**src/source/mfifo_defs.svh**
```systemverilog
/*
 * Sizing macros for the shared-storage multi-FIFO.
 * Included by the package and by every module that sizes ports by FIFO count.
 */
`ifndef MFIFO_DEFS_SVH
`define MFIFO_DEFS_SVH

// Number of logical FIFOs sharing the storage
`define MFIFO_NUM_FIFOS 4
// Total entries in the shared data and pointer RAMs
`define MFIFO_DEPTH 16
// Payload width of one data word
`define MFIFO_WIDTH 8

// Widths derived from the sizes above
`define MFIFO_ADDR_W 4
`define MFIFO_ID_W 2
// Wide enough to hold a count of MFIFO_DEPTH itself
`define MFIFO_COUNT_W 5

`endif

```
**src/source/mfifo_pkg.sv**
```systemverilog
/*
 * Shared types for the multi-FIFO: entry addresses, FIFO IDs, data words,
 * counts and the pop-side staging slot states.
 */
`include "mfifo_defs.svh"

package mfifo_pkg;

  typedef logic [`MFIFO_ADDR_W-1:0] addrT;
  typedef logic [`MFIFO_ID_W-1:0] fifoIdT;
  typedef logic [`MFIFO_WIDTH-1:0] dataT;
  typedef logic [`MFIFO_COUNT_W-1:0] countT;

  // A slot is refilled by a data RAM read, so it waits one cycle in slotFill
  typedef enum logic [1:0] {
    slotEmpty,
    slotFill,
    slotFull
  } slotStateT;

endpackage

```
**src/source/mfifo_ptr_mgr.sv**
```systemverilog
/*
 * Linked-list manager: per-FIFO head, tail and item count.
 * New tails are linked behind the old tail in the pointer RAM, and an accepted
 * head fetches its successor, which arrives one cycle later.
 */
`timescale 1ns/1ps
`include "mfifo_defs.svh"

module mfifo_ptr_mgr (
  input  logic                                   clk,
  input  logic                                   rstN,
  input  logic                                   tailValid,
  input  mfifo_pkg::fifoIdT                      tailFifoId,
  input  mfifo_pkg::addrT                        tailEntry,
  input  logic [`MFIFO_NUM_FIFOS-1:0]            headReady,
  input  mfifo_pkg::addrT                        ptrRdData,
  output logic [`MFIFO_NUM_FIFOS-1:0]            headValid,
  output mfifo_pkg::addrT [`MFIFO_NUM_FIFOS-1:0] head,
  output logic                                   ptrWrEn,
  output mfifo_pkg::addrT                        ptrWrAddr,
  output mfifo_pkg::addrT                        ptrWrData,
  output logic                                   ptrRdEn,
  output mfifo_pkg::addrT                        ptrRdAddr,
  output logic [`MFIFO_NUM_FIFOS-1:0]            listEmpty
);

  mfifo_pkg::addrT  tail [`MFIFO_NUM_FIFOS];
  mfifo_pkg::countT itemCount [`MFIFO_NUM_FIFOS];
  // High for the one cycle in which the next head is on its way from the RAM
  logic [`MFIFO_NUM_FIFOS-1:0] pending;
  logic [`MFIFO_NUM_FIFOS-1:0] tailHit;
  logic [`MFIFO_NUM_FIFOS-1:0] accept;

  always_comb begin
    ptrWrEn   = 1'b0;
    ptrWrAddr = '0;
    ptrWrData = tailEntry;
    ptrRdEn   = 1'b0;
    ptrRdAddr = '0;
    for (int f = 0; f < `MFIFO_NUM_FIFOS; f++) begin
      headValid[f] = (itemCount[f] != '0) && !pending[f];
      listEmpty[f] = itemCount[f] == '0;
      accept[f]    = headValid[f] && headReady[f];
      tailHit[f]   = tailValid && (tailFifoId == mfifo_pkg::fifoIdT'(f));
      // Only one tail arrives per cycle, so at most one link write
      if (tailHit[f] && itemCount[f] != '0) begin
        ptrWrEn   = 1'b1;
        ptrWrAddr = tail[f];
      end
      // headReady is one-hot, so at most one successor read
      if (accept[f] && itemCount[f] > mfifo_pkg::countT'(1)) begin
        ptrRdEn   = 1'b1;
        ptrRdAddr = head[f];
      end
    end
  end

  always_ff @(posedge clk or negedge rstN) begin
    if (!rstN) begin
      pending <= '0;
      for (int f = 0; f < `MFIFO_NUM_FIFOS; f++) begin
        itemCount[f] <= '0;
      end
    end else begin
      for (int f = 0; f < `MFIFO_NUM_FIFOS; f++) begin
        pending[f] <= accept[f] && itemCount[f] > mfifo_pkg::countT'(1);
        case ({tailHit[f], accept[f]})
          2'b10:   itemCount[f] <= itemCount[f] + 1'b1;
          2'b01:   itemCount[f] <= itemCount[f] - 1'b1;
          default: itemCount[f] <= itemCount[f];
        endcase
      end
    end
  end

  always_ff @(posedge clk) begin
    for (int f = 0; f < `MFIFO_NUM_FIFOS; f++) begin
      if (tailHit[f]) begin
        tail[f] <= tailEntry;
      end
      // A tail that lands in a list about to go empty becomes the head directly,
      // because the last head was accepted without a successor read
      if (tailHit[f] && (itemCount[f] == '0 ||
          (accept[f] && itemCount[f] == mfifo_pkg::countT'(1)))) begin
        head[f] <= tailEntry;
      end else if (pending[f]) begin
        head[f] <= ptrRdData;
      end
    end
  end

endmodule

```
**config.mk**
```make
export PLATFORM = sky130hd
export DESIGN_NAME = mfifo_ptr_mgr
export DESIGN_NICKNAME = d
export VERILOG_FILES = /design/src/source/mfifo_pkg.sv /design/src/source/mfifo_ptr_mgr.sv
export VERILOG_INCLUDE_DIRS = /design/src /design/src/source
export SDC_FILE = /design/constraint.sdc
export NUM_CORES = 1
export LEC_CHECK = 0
export BUFFER_PORTS_ARGS = -buffer_cell sky130_fd_sc_hd__buf_2
export CAP_MARGIN = 20
export CORE_MARGIN = 1
export CORE_UTILIZATION = 60
export CTS_CLUSTER_SIZE = 10
export DETAILED_ROUTE_END_ITERATION = 7
export GPL_TIMING_DRIVEN = 1
export HOLD_SLACK_MARGIN = 0.1
export PLACE_DENSITY = 0.85
export SETUP_SLACK_MARGIN = 0.2
export SYNTH_ARGS = -nofsm -noshare
export SYNTH_HDL_FRONTEND = slang
export SYNTH_SLANG_ARGS = --single-unit
export TNS_END_PERCENT = 10
```
**constraint.sdc**
```tcl
create_clock -name clk -period 3.5 [get_ports clk]
set_clock_uncertainty 0.05 [all_clocks]
set_input_delay 0 -clock clk [delete_from_list [all_inputs] [get_ports clk]]
set_output_delay 0 -clock clk [all_outputs]
set_load 0.05 [all_outputs]
```
### Word-level counts from Yosys, hierarchy flattened

Memory sizes are Yosys's and may differ from the RTL's.
Index checks and enable logic that the tools add are counted.

| word-level totals | value |
|---|---|
| bits in registers | 40 |
| memory bits (writable) | 16 |
| word-level logic and storage cells | 138 |
| input bits | 17 |
| memories | 1 |

Memories:

| memory | depth | width | read ports | clocked after Yosys merged registers in | write ports | RTL line | source |
|---|---|---|---|---|---|---|---|
| tail | 4 | 4 | 4 | 0 | 1 | mfifo_ptr_mgr.sv:27 | `` mfifo_pkg::addrT tail [`MFIFO_NUM_FIFOS]; `` |

| operators by class | value |
|---|---|
| multiplexer cells | 45 |
| eq/ne operators | 15 |
| order comparisons | 4 |
| reduce and logical (&&, ||, !) cells | 56 |
| add/sub/neg operators | 8 |

Operator list:

| cell | number |
|---|---|
| $mux W4 | 19 |
| $pmux W5 S2 | 4 |
| $logic_and A1 B1 Y1 | 28 |
| $add A5 B1 Y5 const B | 4 |
| $eq A5 B1 Y1 const B | 4 |
| $gt A5 B1 Y1 const B | 4 |
| $logic_not A5 Y1 | 4 |
| $reduce_bool A5 Y1 | 4 |
| $sub A5 B1 Y5 const B | 4 |
| $mux W1 | 19 |
| $reduce_bool A2 Y1 | 8 |
| $eq A2 B2 Y1 const B | 6 |
| $reduce_or A4 Y1 | 3 |
| $eq A2 B1 Y1 const B | 5 |
| $mux W2 | 3 |
| $logic_not A1 Y1 | 4 |
| $logic_or A1 B1 Y1 | 4 |
| $logic_not A2 Y1 | 1 |

### Longest topological paths before layout

Gate-level depths: netlist of run 1.

| logic depth | value |
|---|---|
| word-level depth | 8 |
| gate-level depth with buffers | 9 |
| depth with buffers taken out | 9 |

### Worst setup path before layout of run 1

Ideal clock, no wire load.

| path | value |
|---|---|
| path kind | reg2out |
| from | reg itemCount[5] in the netlist's numbering |
| to | out ptrRdAddr[2] |
| stages on the path, launching flop included | 9 |
| arrival time | 3.027 ns |
| setup slack | 0.423 ns |
| cells stage by stage | dfrtp_1 inv_1 ha_1 nor4b_4 nor3b_2 and2_4 buf_6 or3_1 a31oi_1 |

| between the ends | value |
|---|---|
| word-level cells in the longest chain between the ends | 6 |
| elaborated cells on any way between the ends | 7 |

Ends and longest elaborated chain:

| what | RTL line | source |
|---|---|---|
| start: declaration | mfifo_ptr_mgr.sv:28 | `` mfifo_pkg::countT itemCount [`MFIFO_NUM_FIFOS]; `` |
| start signal: indexed assignment | mfifo_ptr_mgr.sv:68 | `2'b10: itemCount[f] <= itemCount[f] + 1'b1;` |
| start signal: indexed assignment | mfifo_ptr_mgr.sv:69 | `2'b01: itemCount[f] <= itemCount[f] - 1'b1;` |
| start signal: indexed assignment | mfifo_ptr_mgr.sv:70 | `default: itemCount[f] <= itemCount[f];` |
| parallel branches: the longest is 3 deep, another holds $gt A5 B1 Y1 | - |  |
| $logic_and A1 B1 Y1 (*) | mfifo_ptr_mgr.sv:51 | `if (accept[f] && itemCount[f] > mfifo_pkg::countT'(1)) begin` |
| $mux W4 (*) (2 in series) | mfifo_ptr_mgr.sv:51 |  |
| end: declaration | mfifo_ptr_mgr.sv:23 | `output mfifo_pkg::addrT ptrRdAddr,` |

Every way passes the cells marked *.

### Worst setup path after layout of run 1

| path | value |
|---|---|
| from | reg itemCount[15] in the netlist's numbering |
| to | out ptrRdAddr[2] |

| between the ends | value |
|---|---|
| word-level cells in the longest chain between the ends | 8 |
| elaborated cells on any way between the ends | 9 |

Ends and longest elaborated chain:

| what | RTL line |
|---|---|
| parallel branches: the longest is 3 deep, another holds $gt A5 B1 Y1 | - |
| $logic_and A1 B1 Y1 (*) | mfifo_ptr_mgr.sv:51 |
| $mux W4 (*) (4 in series) | mfifo_ptr_mgr.sv:51 |

Marked as above.

==> results of run 1 <==
==> where the power goes <==
part           switching, mW  internal (mW)  total [mW]
sequential             0.263          0.925        1.19
combinational           1.11          0.550        1.66
clock                  0.200          0.213       0.412
==> metrics by stage <==
step	hold WS, ns	utilization
2_1_floorplan	-0.346	-
3_3_place_gp	-0.0141	0.703
3_5_place_dp	-0.00928	0.703
4_1_cts	0.125	0.748
5_1_grt	0.134	0.748
6_report	0.129	0.748
==> final timing paths <==
| path | endpoint | cells past startpoint | startpoint | slack (ns) |
|---|---|---|---|---|
| hold / removal | pending[2] | 3 | headReady[2] | 0.13 |
| setup reg to reg | head[9] | 7 | itemCount[5] | 1.11 |
| hold reg to reg | itemCount[4] | 1 | itemCount[4] | 0.43 |
| setup / recovery | ptrRdAddr[2] | 8 | itemCount[15] | 0.68 |
| max in group asynchronous | itemCount[19] | 2 | rstN | 2.83 |
| min in group asynchronous | itemCount[6] | 2 | rstN | 0.16 |
==> state kept, by name, indices dropped and copies added (netlist names) <==
signal	flops
itemCount	20
tail	16
head	16
pending	4
==> cell families after synthesis <==
| kind of cell | after synthesis | synth area share |
|---|---|---|
| xor gates and xnor gates | 20 | 0.0559 |
| AOI/OAI and AO/OA | 40 | 0.0858 |
| and+or+nand+nor | 88 | 0.170 |
| buffers and inverters | 23 | 0.0375 |
| muxes | 21 | 0.0734 |
| adders and majority gates | 20 | 0.0798 |
| DFF | 56 | 0.498 |
==> critical path, delay by kind of cell, from the launching register on <==
family	cells	cell delay, ns
simple gates	3	0.66
compound gates	2	0.71
buf+inv	2	0.39
flops	1	0.47
fa+ha+maj	1	0.22
==> area by class of cell <==
class	instances	area, um^2	share of cell area
Clock buffer	6	72.6	0.0199
Clock inverter	2	35.0	0.00960
Inverter	16	60.1	0.0165
Multi-Input combinational cell	189	1460	0.399
Sequential cell	56	1560	0.428
Tap cell	67	83.8	0.0230
Timing Repair Buffer	65	380	0.104
==> layout by cell type, fill, tap and decap left out, types with 2 or more instances in the layout <==
cell and instances:
dlygate4sd3_1 11, nand3b_1 4, nor2_1 31, ha_1 20
mux2_2 4, a22oi_1 2, nand3_1 8, clkbuf_8 5
a31oi_1 6, a22o_1 2, o21bai_1 2, a211o_1 3
xnor2_1 8, buf_2 54, xor2_1 12, edfxtp_1 32
dfrtp_1 24, nand2b_1 4, or2_1 3, inv_1 16
o21ai_0 5, mux2_1 12, nor4b_4 2, nand4b_1 6
nor2b_1 2, mux2i_1 5, nand2_1 11, a21oi_1 14
nor3b_2 4, a221o_1 2, nor3_1 5
==> metal layers <==
metal | track usage | vias to the layer above
met4 | 0.0566 | 0
met3 | 0.0366 | 7
met5 | 0 | -
met2 | 0.428 | 102
met1 | 0.366 | 1111
li1 | - | 1089
==> repair_timing <==
item                                    4_1_cts  5_1_grt
setup buffers                                 0        0
endpoints found under the hold margin        58        0
hold buffers                                 11        0
endpoints found under the setup margin        0        0
==> impl_metrics.yaml, run 1 <==
floorplan:
  dieWidth_um: 74.3
  ios: 55
  initial_core_util: 0.643
  dieHeight_um: 74.3
  rows: 25
  design.core.area_um2: 4880
  die_area_um2: 5520
detailed_routing:
  wl_per_cell_um: 16.8
  dr_wl_met2_um: 3170
  met3_length_um: 479
  top_layer: "met4"
  drc: 0
  wl_met1_um: 3010
  ant_nets: 0
  vias_per_cell: 5.76
  drt-total-wl_um: 6730
  num_vias: 2309
  drt-initial-drc-count: 187
  dr.pass1.iters: 5
synth:
  synth_commonest_cells: "edfxtp_1 (32), nor2_1 (31), dfrtp_1 (24), ha_1 (20), inv_1 (16)"
  synth_cell_types: 43
  synth_largest_area_cell: "edfxtp_1"
  synth-main-ff-cell: "edfxtp_1"
  synth.area.top_cells: "edfxtp_1 (31%), dfrtp_1 (19%), ha_1 (8.0%)"
  syn_avg_cell_area_um2: 11.7
  synth_edf_count: 32
  syn_inst: 268
  synth-seq-cells: 56
  yosysMostFrequentCell: "edfxtp_1"
  syn-cell-area_um2: 3140
  synth_top_area_share: 0.306
  ys_seq_area_frac: 0.498
  synthArstFlopShare: 0.429
  synth_fp_nets: 305
  yosys_warnings: 0
worst_setup_path:
  slowest_stage: "a211oi_1"
  start_kind: "flop"
  worstPathRequired_ns: 3.45
  crit_chain: "inv_1 > ha_1 > nor4b_2 > a211oi_1 > nor2_1 > or3_1 > a31oi_1 > buf_2"
  crit_type: "flop to primary output"
  endpoint_kind: "primary output"
  cp_slowest_stage_delay_ns: 0.50
  crit_fanout: 7
  cp_data_arrival_time_ns: 2.77
clock_tree:
  path_clk_slew_ns: 0.10
  cts_buffers: 5
  cts_max_level: 2
  ctsResizeCount: 0
  cts.path.max_buffers: 2
  cts_root_buf: "clkbuf_8"
  clk_latency_ns: 0.30
  cts_sinks: 56
  tritoncts: "yes"
worst_hold_path:
  hold_class: "input pin to flop"
layout:
  drive_gt1_frac: 0.225
  diodes: 0
  final_area_um2: 3650
  finalNonFillerCells: 401
  fillers: 367
  area.growth.synth_to_final_pct: 16.4
  nets: 370
grt:
  grt_pass1_wl_um: 10300
  antenna_found_initial: 0
  globalRoute.totalOverflow: 0
  grt_pass1_vias: 2083
  grt_max_degree: 25
  globalRouteTotalUtil: 0.258
pwr:
  finalPower_mw: 3.26
  peakVddDrop_uv: 704
  power_density_nw_per_um2: 892
  leakagePower_nw: 1.58
sta:
  setup_ws_ns: 0.684
  setup_viol: 0
  hold_viol: 0
  rsz0062_at_grt: "no"
  fin_tns_setup_ns: 0
  slew_headroom: 0.601
  tightest_slew_ns: 0.594
  clock.fmax_mhz: 355
  report.final.slew_viol_count: 0
  post-route-min-period_ns: 2.82
  post-route-period-util: 0.804
run:
  maxCapViolations: 0
placement:
  dp_hpwl_um: 4910
  post-place-ws_ns: 1.05
  io_buffer_count: 54
  dp_cells: 382
  place.gp.congestion: 0.899
  placed_cell_area_um2: 3430
run_status:
  status: "completed"
Note: power is estimated with default switching activity, not from simulation.
==> run 2: changes to the inputs <==
Settings changed: CORE_UTILIZATION 60 to 56, PLACE_DENSITY 0.85 to 0.8.
Clock period 3.5 ns to 2.74 ns, I/O delays scaled along.
==> run 2 against run 1 <==
Against the previous run:
- core utilization fell by 2.2 points
- die area increased by 6.9%
- setup slack got worse by 0.46 ns
- power is 33% higher
- cell area grew 4.2%
- non-clock buffer count rose by 9
- combinational power grew 43%
- wire length up 4.6%
- sequential power is 29% higher
- sequential share of layout area is 1.6 points lower
- register-to-register slack lost 0.68 ns
- critical path type unchanged
- hold slack better by 0.058 ns
==> impl_metrics.yaml, run 2 (synthesized netlist as in run 1, its figures left out) <==
placement:
  dp_hpwl_um: 5000
  place.gp.congestion: 0.796
  io_buffer_count: 54
  post-place-ws_ns: 0.316
clock_tree:
  cts_sinks: 56
  clk_latency_ns: 0.31
  cts_max_level: 2
  cts_buffers: 5
  path_clk_slew_ns: 0.10
  cts_root_buf: "clkbuf_8"
  tritoncts: "yes"
  cts.path.max_buffers: 2
pwr:
  peakVddDrop_uv: 966
  power_density_nw_per_um2: 1140
  leakagePower_nw: 1.62
worst_setup_path:
  cp_data_arrival_time_ns: 2.47
  crit_type: "flop to primary output"
  crit_family: "compound AO/OA/AOI/OAI gates"
  crit_chain: "inv_1 > ha_1 > o21bai_1 > a211oi_4 > mux2i_1 > or3_4 > a31oi_4 > buf_6"
  cp_num_buf_inv: 2
  cp_slowest_stage_delay_ns: 0.41
  crit_fanout: 4
  r2r_start: "itemCount[15]"
  endpoint_kind: "primary output"
  r2r.worst_path.cells: 8
  rr_endpoint: "itemCount[18]"
  worstPathRequired_ns: 2.69
  reg2reg_slack_ns: 0.43
  start_kind: "flop"
  slowest_stage: "dfrtp_2"
grt:
  grt_pass1_vias: 2347
  globalRouteTotalUtil: 0.247
  globalRoute.totalOverflow: 0
  antenna_found_initial: 0
  grt_max_degree: 25
  grt_pass1_wl_um: 11200
layout:
  nets: 379
  largest_register: "itemCount"
  layout_commonest_cell: "buf_2"
  fillers: 375
  area.growth.synth_to_final_pct: 21.3
  diodes: 0
  layout_common_cells: "buf_2 (50), edfxtp_1 (32), nor2_1 (31), dfrtp_1 (20), ha_1 (19)"
  largestRegisters: "itemCount x20, head x16, tail x16"
  drive_gt1_frac: 0.274
  largest_reg_flops: 20
sta:
  fin_tns_setup_ns: 0
  setup_viol: 0
  post-route-period-util: 0.918
  setup_ws_ns: 0.224
  clock.fmax_mhz: 397
  report.final.slew_viol_count: 0
  slew_headroom: 0.571
  rsz0062_at_grt: "yes"
  hold_viol: 0
  post-route-min-period_ns: 2.52
  tightest_slew_ns: 0.644
worst_hold_path:
  hold_class: "input pin to asynchronous set/reset pin"
detailed_routing:
  wl_per_cell_um: 17.0
  vias_per_cell: 5.64
  drt-initial-drc-count: 158
  drt-total-wl_um: 7030
  ant_nets: 0
  num_vias: 2329
  drc: 0
  dr.pass1.iters: 4
run_status:
  status: "completed"
floorplan:
  dieWidth_um: 76.8
  rows: 26
  design.core.area_um2: 5240
  initial_core_util: 0.599
  ios: 55
  die_area_um2: 5900
  dieHeight_um: 76.8
run:
  maxCapViolations: 0
[run 2: how the worst max path moves through the flow]
stage | start | to | slack, ns | depth (start not counted)
after floorplan | itemCount[5] | ptrRdAddr[2] | -0.03 | 8
after global placement | itemCount[15] | ptrRdAddr[2] | 0.39 | 8
after detailed placement | itemCount[15] | ptrRdAddr[2] | 0.32 | 8
after CTS | itemCount[11] | ptrRdAddr[2] | 0.17 | 8
after global routing | itemCount[11] | ptrWrEn | 0.13 | 6
final | itemCount[11] | ptrRdAddr[2] | 0.22 | 8
[run 2: per-stage QoR]
step	total power, mW	util	hold slack (ns)	instances	area (um^2)
6_report	4.34	0.726	0.187	413	3800
3_5_place_dp	3.68	0.664	-0.00581	385	3480
2_1_floorplan	3.22	-	-0.346	268	3180
3_3_place_gp	3.61	0.664	-0.0143	385	3480
5_1_grt	4.62	0.726	0.232	413	3800
4_1_cts	4.19	0.709	0.183	407	3710
[run 2: what timing repair did]
| item | 4_1_cts | 5_1_grt |
|---|---|---|
| hold buffers | 12 | 0 |
| hold endpoints to repair | 59 | 0 |
| endpoints found under the setup margin | 4 | 8 |
| buffers inserted | 2 | 6 |
| pin swaps | 1 | 2 |
| gates resized for setup | 4 | 13 |
[run 2: area by class of cell]
class | count | area [um^2] | area share
timing repair buffer | 74 | 472 | 0.124
clock inverter | 2 | 16.3 | 0.00428
tap | 70 | 87.6 | 0.0230
inverter | 16 | 60.1 | 0.0158
sequential | 56 | 1570 | 0.412
multi-input combinational | 189 | 1530 | 0.402
clock buffer | 6 | 72.6 | 0.0191
[run 2: routing by layer]
layer,vias up,global-route usage,part of all wire
li1,1107,-,-
met1,1135,0.328,0.43
met2,76,0.404,0.50
met3,11,0.0464,0.056
met4,0,0.0865,0.015
met5,-,0,0
[run 2: power breakdown]
part	switching, mW	internal, mW
clock network	0.262	0.182
logic	1.50	0.871
registers	0.338	1.19
==> run 3: changes to the inputs <==
Settings changed: CORE_MARGIN 1 to 2.
==> run 3 against run 2 <==
Against the previous run:
- wire length grew 1.5%
- via count grew 1.4%
- combinational power grew 2%
- setup slack lost 0.038 ns
- flip-flop and latch count is the same
- global-route usage shrank 1.7 points
- cell count grew 0.48%
- power shrank 0.12%
- die area grew 5.3%
- critical endpoint is now ptrRdAddr[0]
- largest power group unchanged
==> impl_metrics.yaml, run 3 (synthesized netlist as in run 1, its figures left out) <==
placement:
  io_buffer_count: 54
  place.gp.congestion: 0.834
  dp_cells: 387
  dp_hpwl_um: 4930
run:
  maxCapViolations: 0
clock_tree:
  path_clk_slew_ns: 0.09
  cts_max_level: 2
  tritoncts: "yes"
  cts_buffers: 5
  cts.path.max_buffers: 2
  cts_root_buf: "clkbuf_8"
  clk_latency_ns: 0.30
  cts_sinks: 56
worst_setup_path:
  setup.worst_path.start: "itemCount[10]"
  rr_endpoint: "head[5]"
  worstPathRequired_ns: 2.69
  crit_type: "flop to primary output"
  start_kind: "flop"
  crit_fanout: 7
  critPathCapture: "ptrRdAddr[0]"
  endpoint_kind: "primary output"
  r2r.worst_path.cells: 9
  r2r_start: "itemCount[10]"
  reg2reg_slack_ns: 0.27
  cp_data_arrival_time_ns: 2.50
layout:
  diodes: 0
  layout_common_cells: "buf_2 (50), edfxtp_1 (32), nor2_1 (31), dfrtp_1 (23), ha_1 (18)"
  area.growth.synth_to_final_pct: 21.4
  nets: 380
  drive_gt1_frac: 0.271
  largest_register: "itemCount"
  largestRegisters: "itemCount x20, head x16, tail x16"
  largest_reg_flops: 20
  finalNonFillerCells: 415
  fin_util: 0.696
  layout_commonest_cell: "buf_2"
floorplan:
  die_area_um2: 6210
  dieHeight_um: 78.8
  initial_core_util: 0.573
  dieWidth_um: 78.8
  rows: 27
  design.core.area_um2: 5470
  ios: 55
sta:
  post-route-period-util: 0.932
  post-route-min-period_ns: 2.55
  report.final.slew_viol_count: 0
  fin_tns_setup_ns: 0
  setup_viol: 0
  hold_viol: 0
  clock.fmax_mhz: 392
  slew_headroom: 0.598
  tightest_slew_ns: 0.603
  rsz0062_at_grt: "yes"
  holdWs_ns: 0.121
grt:
  grt_pass1_wl_um: 10800
  antenna_found_initial: 0
  globalRoute.totalOverflow: 0
  globalRouteTotalUtil: 0.230
  grt_max_degree: 25
  grt_pass1_vias: 2274
detailed_routing:
  dr.pass1.iters: 4
  wl_per_cell_um: 17.2
  drt-initial-drc-count: 129
  num_vias: 2361
  ant_nets: 0
  drc: 0
  drt-total-wl_um: 7130
  vias_per_cell: 5.69
pwr:
  peakVddDrop_uv: 776
  leakagePower_nw: 1.64
  finalPower_mw: 4.34
  power_density_nw_per_um2: 1140
worst_hold_path:
  hold_class: "input pin to flop"
run_status:
  status: "completed"
run 3: cell count changes in the layout (fill, tap and decap cells not counted), moves of 2 or more:
| cell | delta |
|---|---|
| buf_4 | -2 |
| dfrtp_2 | -3 |
| clkbuf_4 | +3 |
| dfrtp_1 | +3 |
| a211oi_2 | +2 |
| clkinv_1 | +2 |
run 3: area by class of cell:
class / instances / area (um^2)
fillers: 427 / 1670
flip-flops and latches: 56 / 1560
multi-input cells: 190 / 1550
repair buffers: 74 / 469
well taps: 72 / 90.1
clock buffers: 5 / 68.8
inverters: 16 / 60.1
clock inverters: 2 / 7.51
run 3: worst min-delay path by stage:
| stage | end | cells after the start | startpoint |
|---|---|---|---|
| 6_report | pending[2] | 3 | headReady[2] |
| 5_1_grt | pending[2] | 3 | headReady[2] |
| 4_1_cts | pending[2] | 3 | headReady[2] |
| 3_5_place_dp | itemCount[17] | 1 | rstN |
| 3_3_place_gp | itemCount[17] | 1 | rstN |
| 2_1_floorplan | itemCount[0] | 0 | rstN |
run 3: through the flow:
stage	cell area, um^2	setup slack, ns
2_1_floorplan	3180	-0.0272
3_3_place_gp	3480	0.439
3_5_place_dp	3480	0.368
4_1_cts	3710	0.201
5_1_grt	3810	0.120
6_report	3810	0.186
run 3: power breakdown:
part           switching (mW)  leakage, nW  internal (mW)
clock network           0.243       0.0391          0.170
logic                    1.52         1.01          0.881
registers               0.339        0.587           1.18
total                    2.11         1.64           2.23
run 3: critical path, stage by stage (launching register included):
cell and delay [ns]:
dfrtp_2 0.49, buf_6 0.15, ha_2 0.18, o21bai_4 0.19, a211oi_4 0.30, buf_4 0.18, a21oi_1 0.04, a211o_1 0.26
a31oi_4 0.18, clkbuf_4 0.25
run 3: repair_timing:
action,CTS,global route
hold endpoints to repair,58,0
pin swaps,1,5
hold buffers,11,0
endpoints found under the setup margin,5,12
gates cloned,1,0
setup buffers,3,6
resized for setup,4,12
run 3: metal layers:
layer / share of wire / track usage / wire, um / up-vias
li1: - / - / - / 1114
met1: 0.44 / 0.293 / 3150 / 1144
met2: 0.48 / 0.390 / 3410 / 84
met3: 0.055 / 0.0443 / 392 / 19
met4: 0.025 / 0.0862 / 181 / 0
met5: 0 / 0 / 0 / -
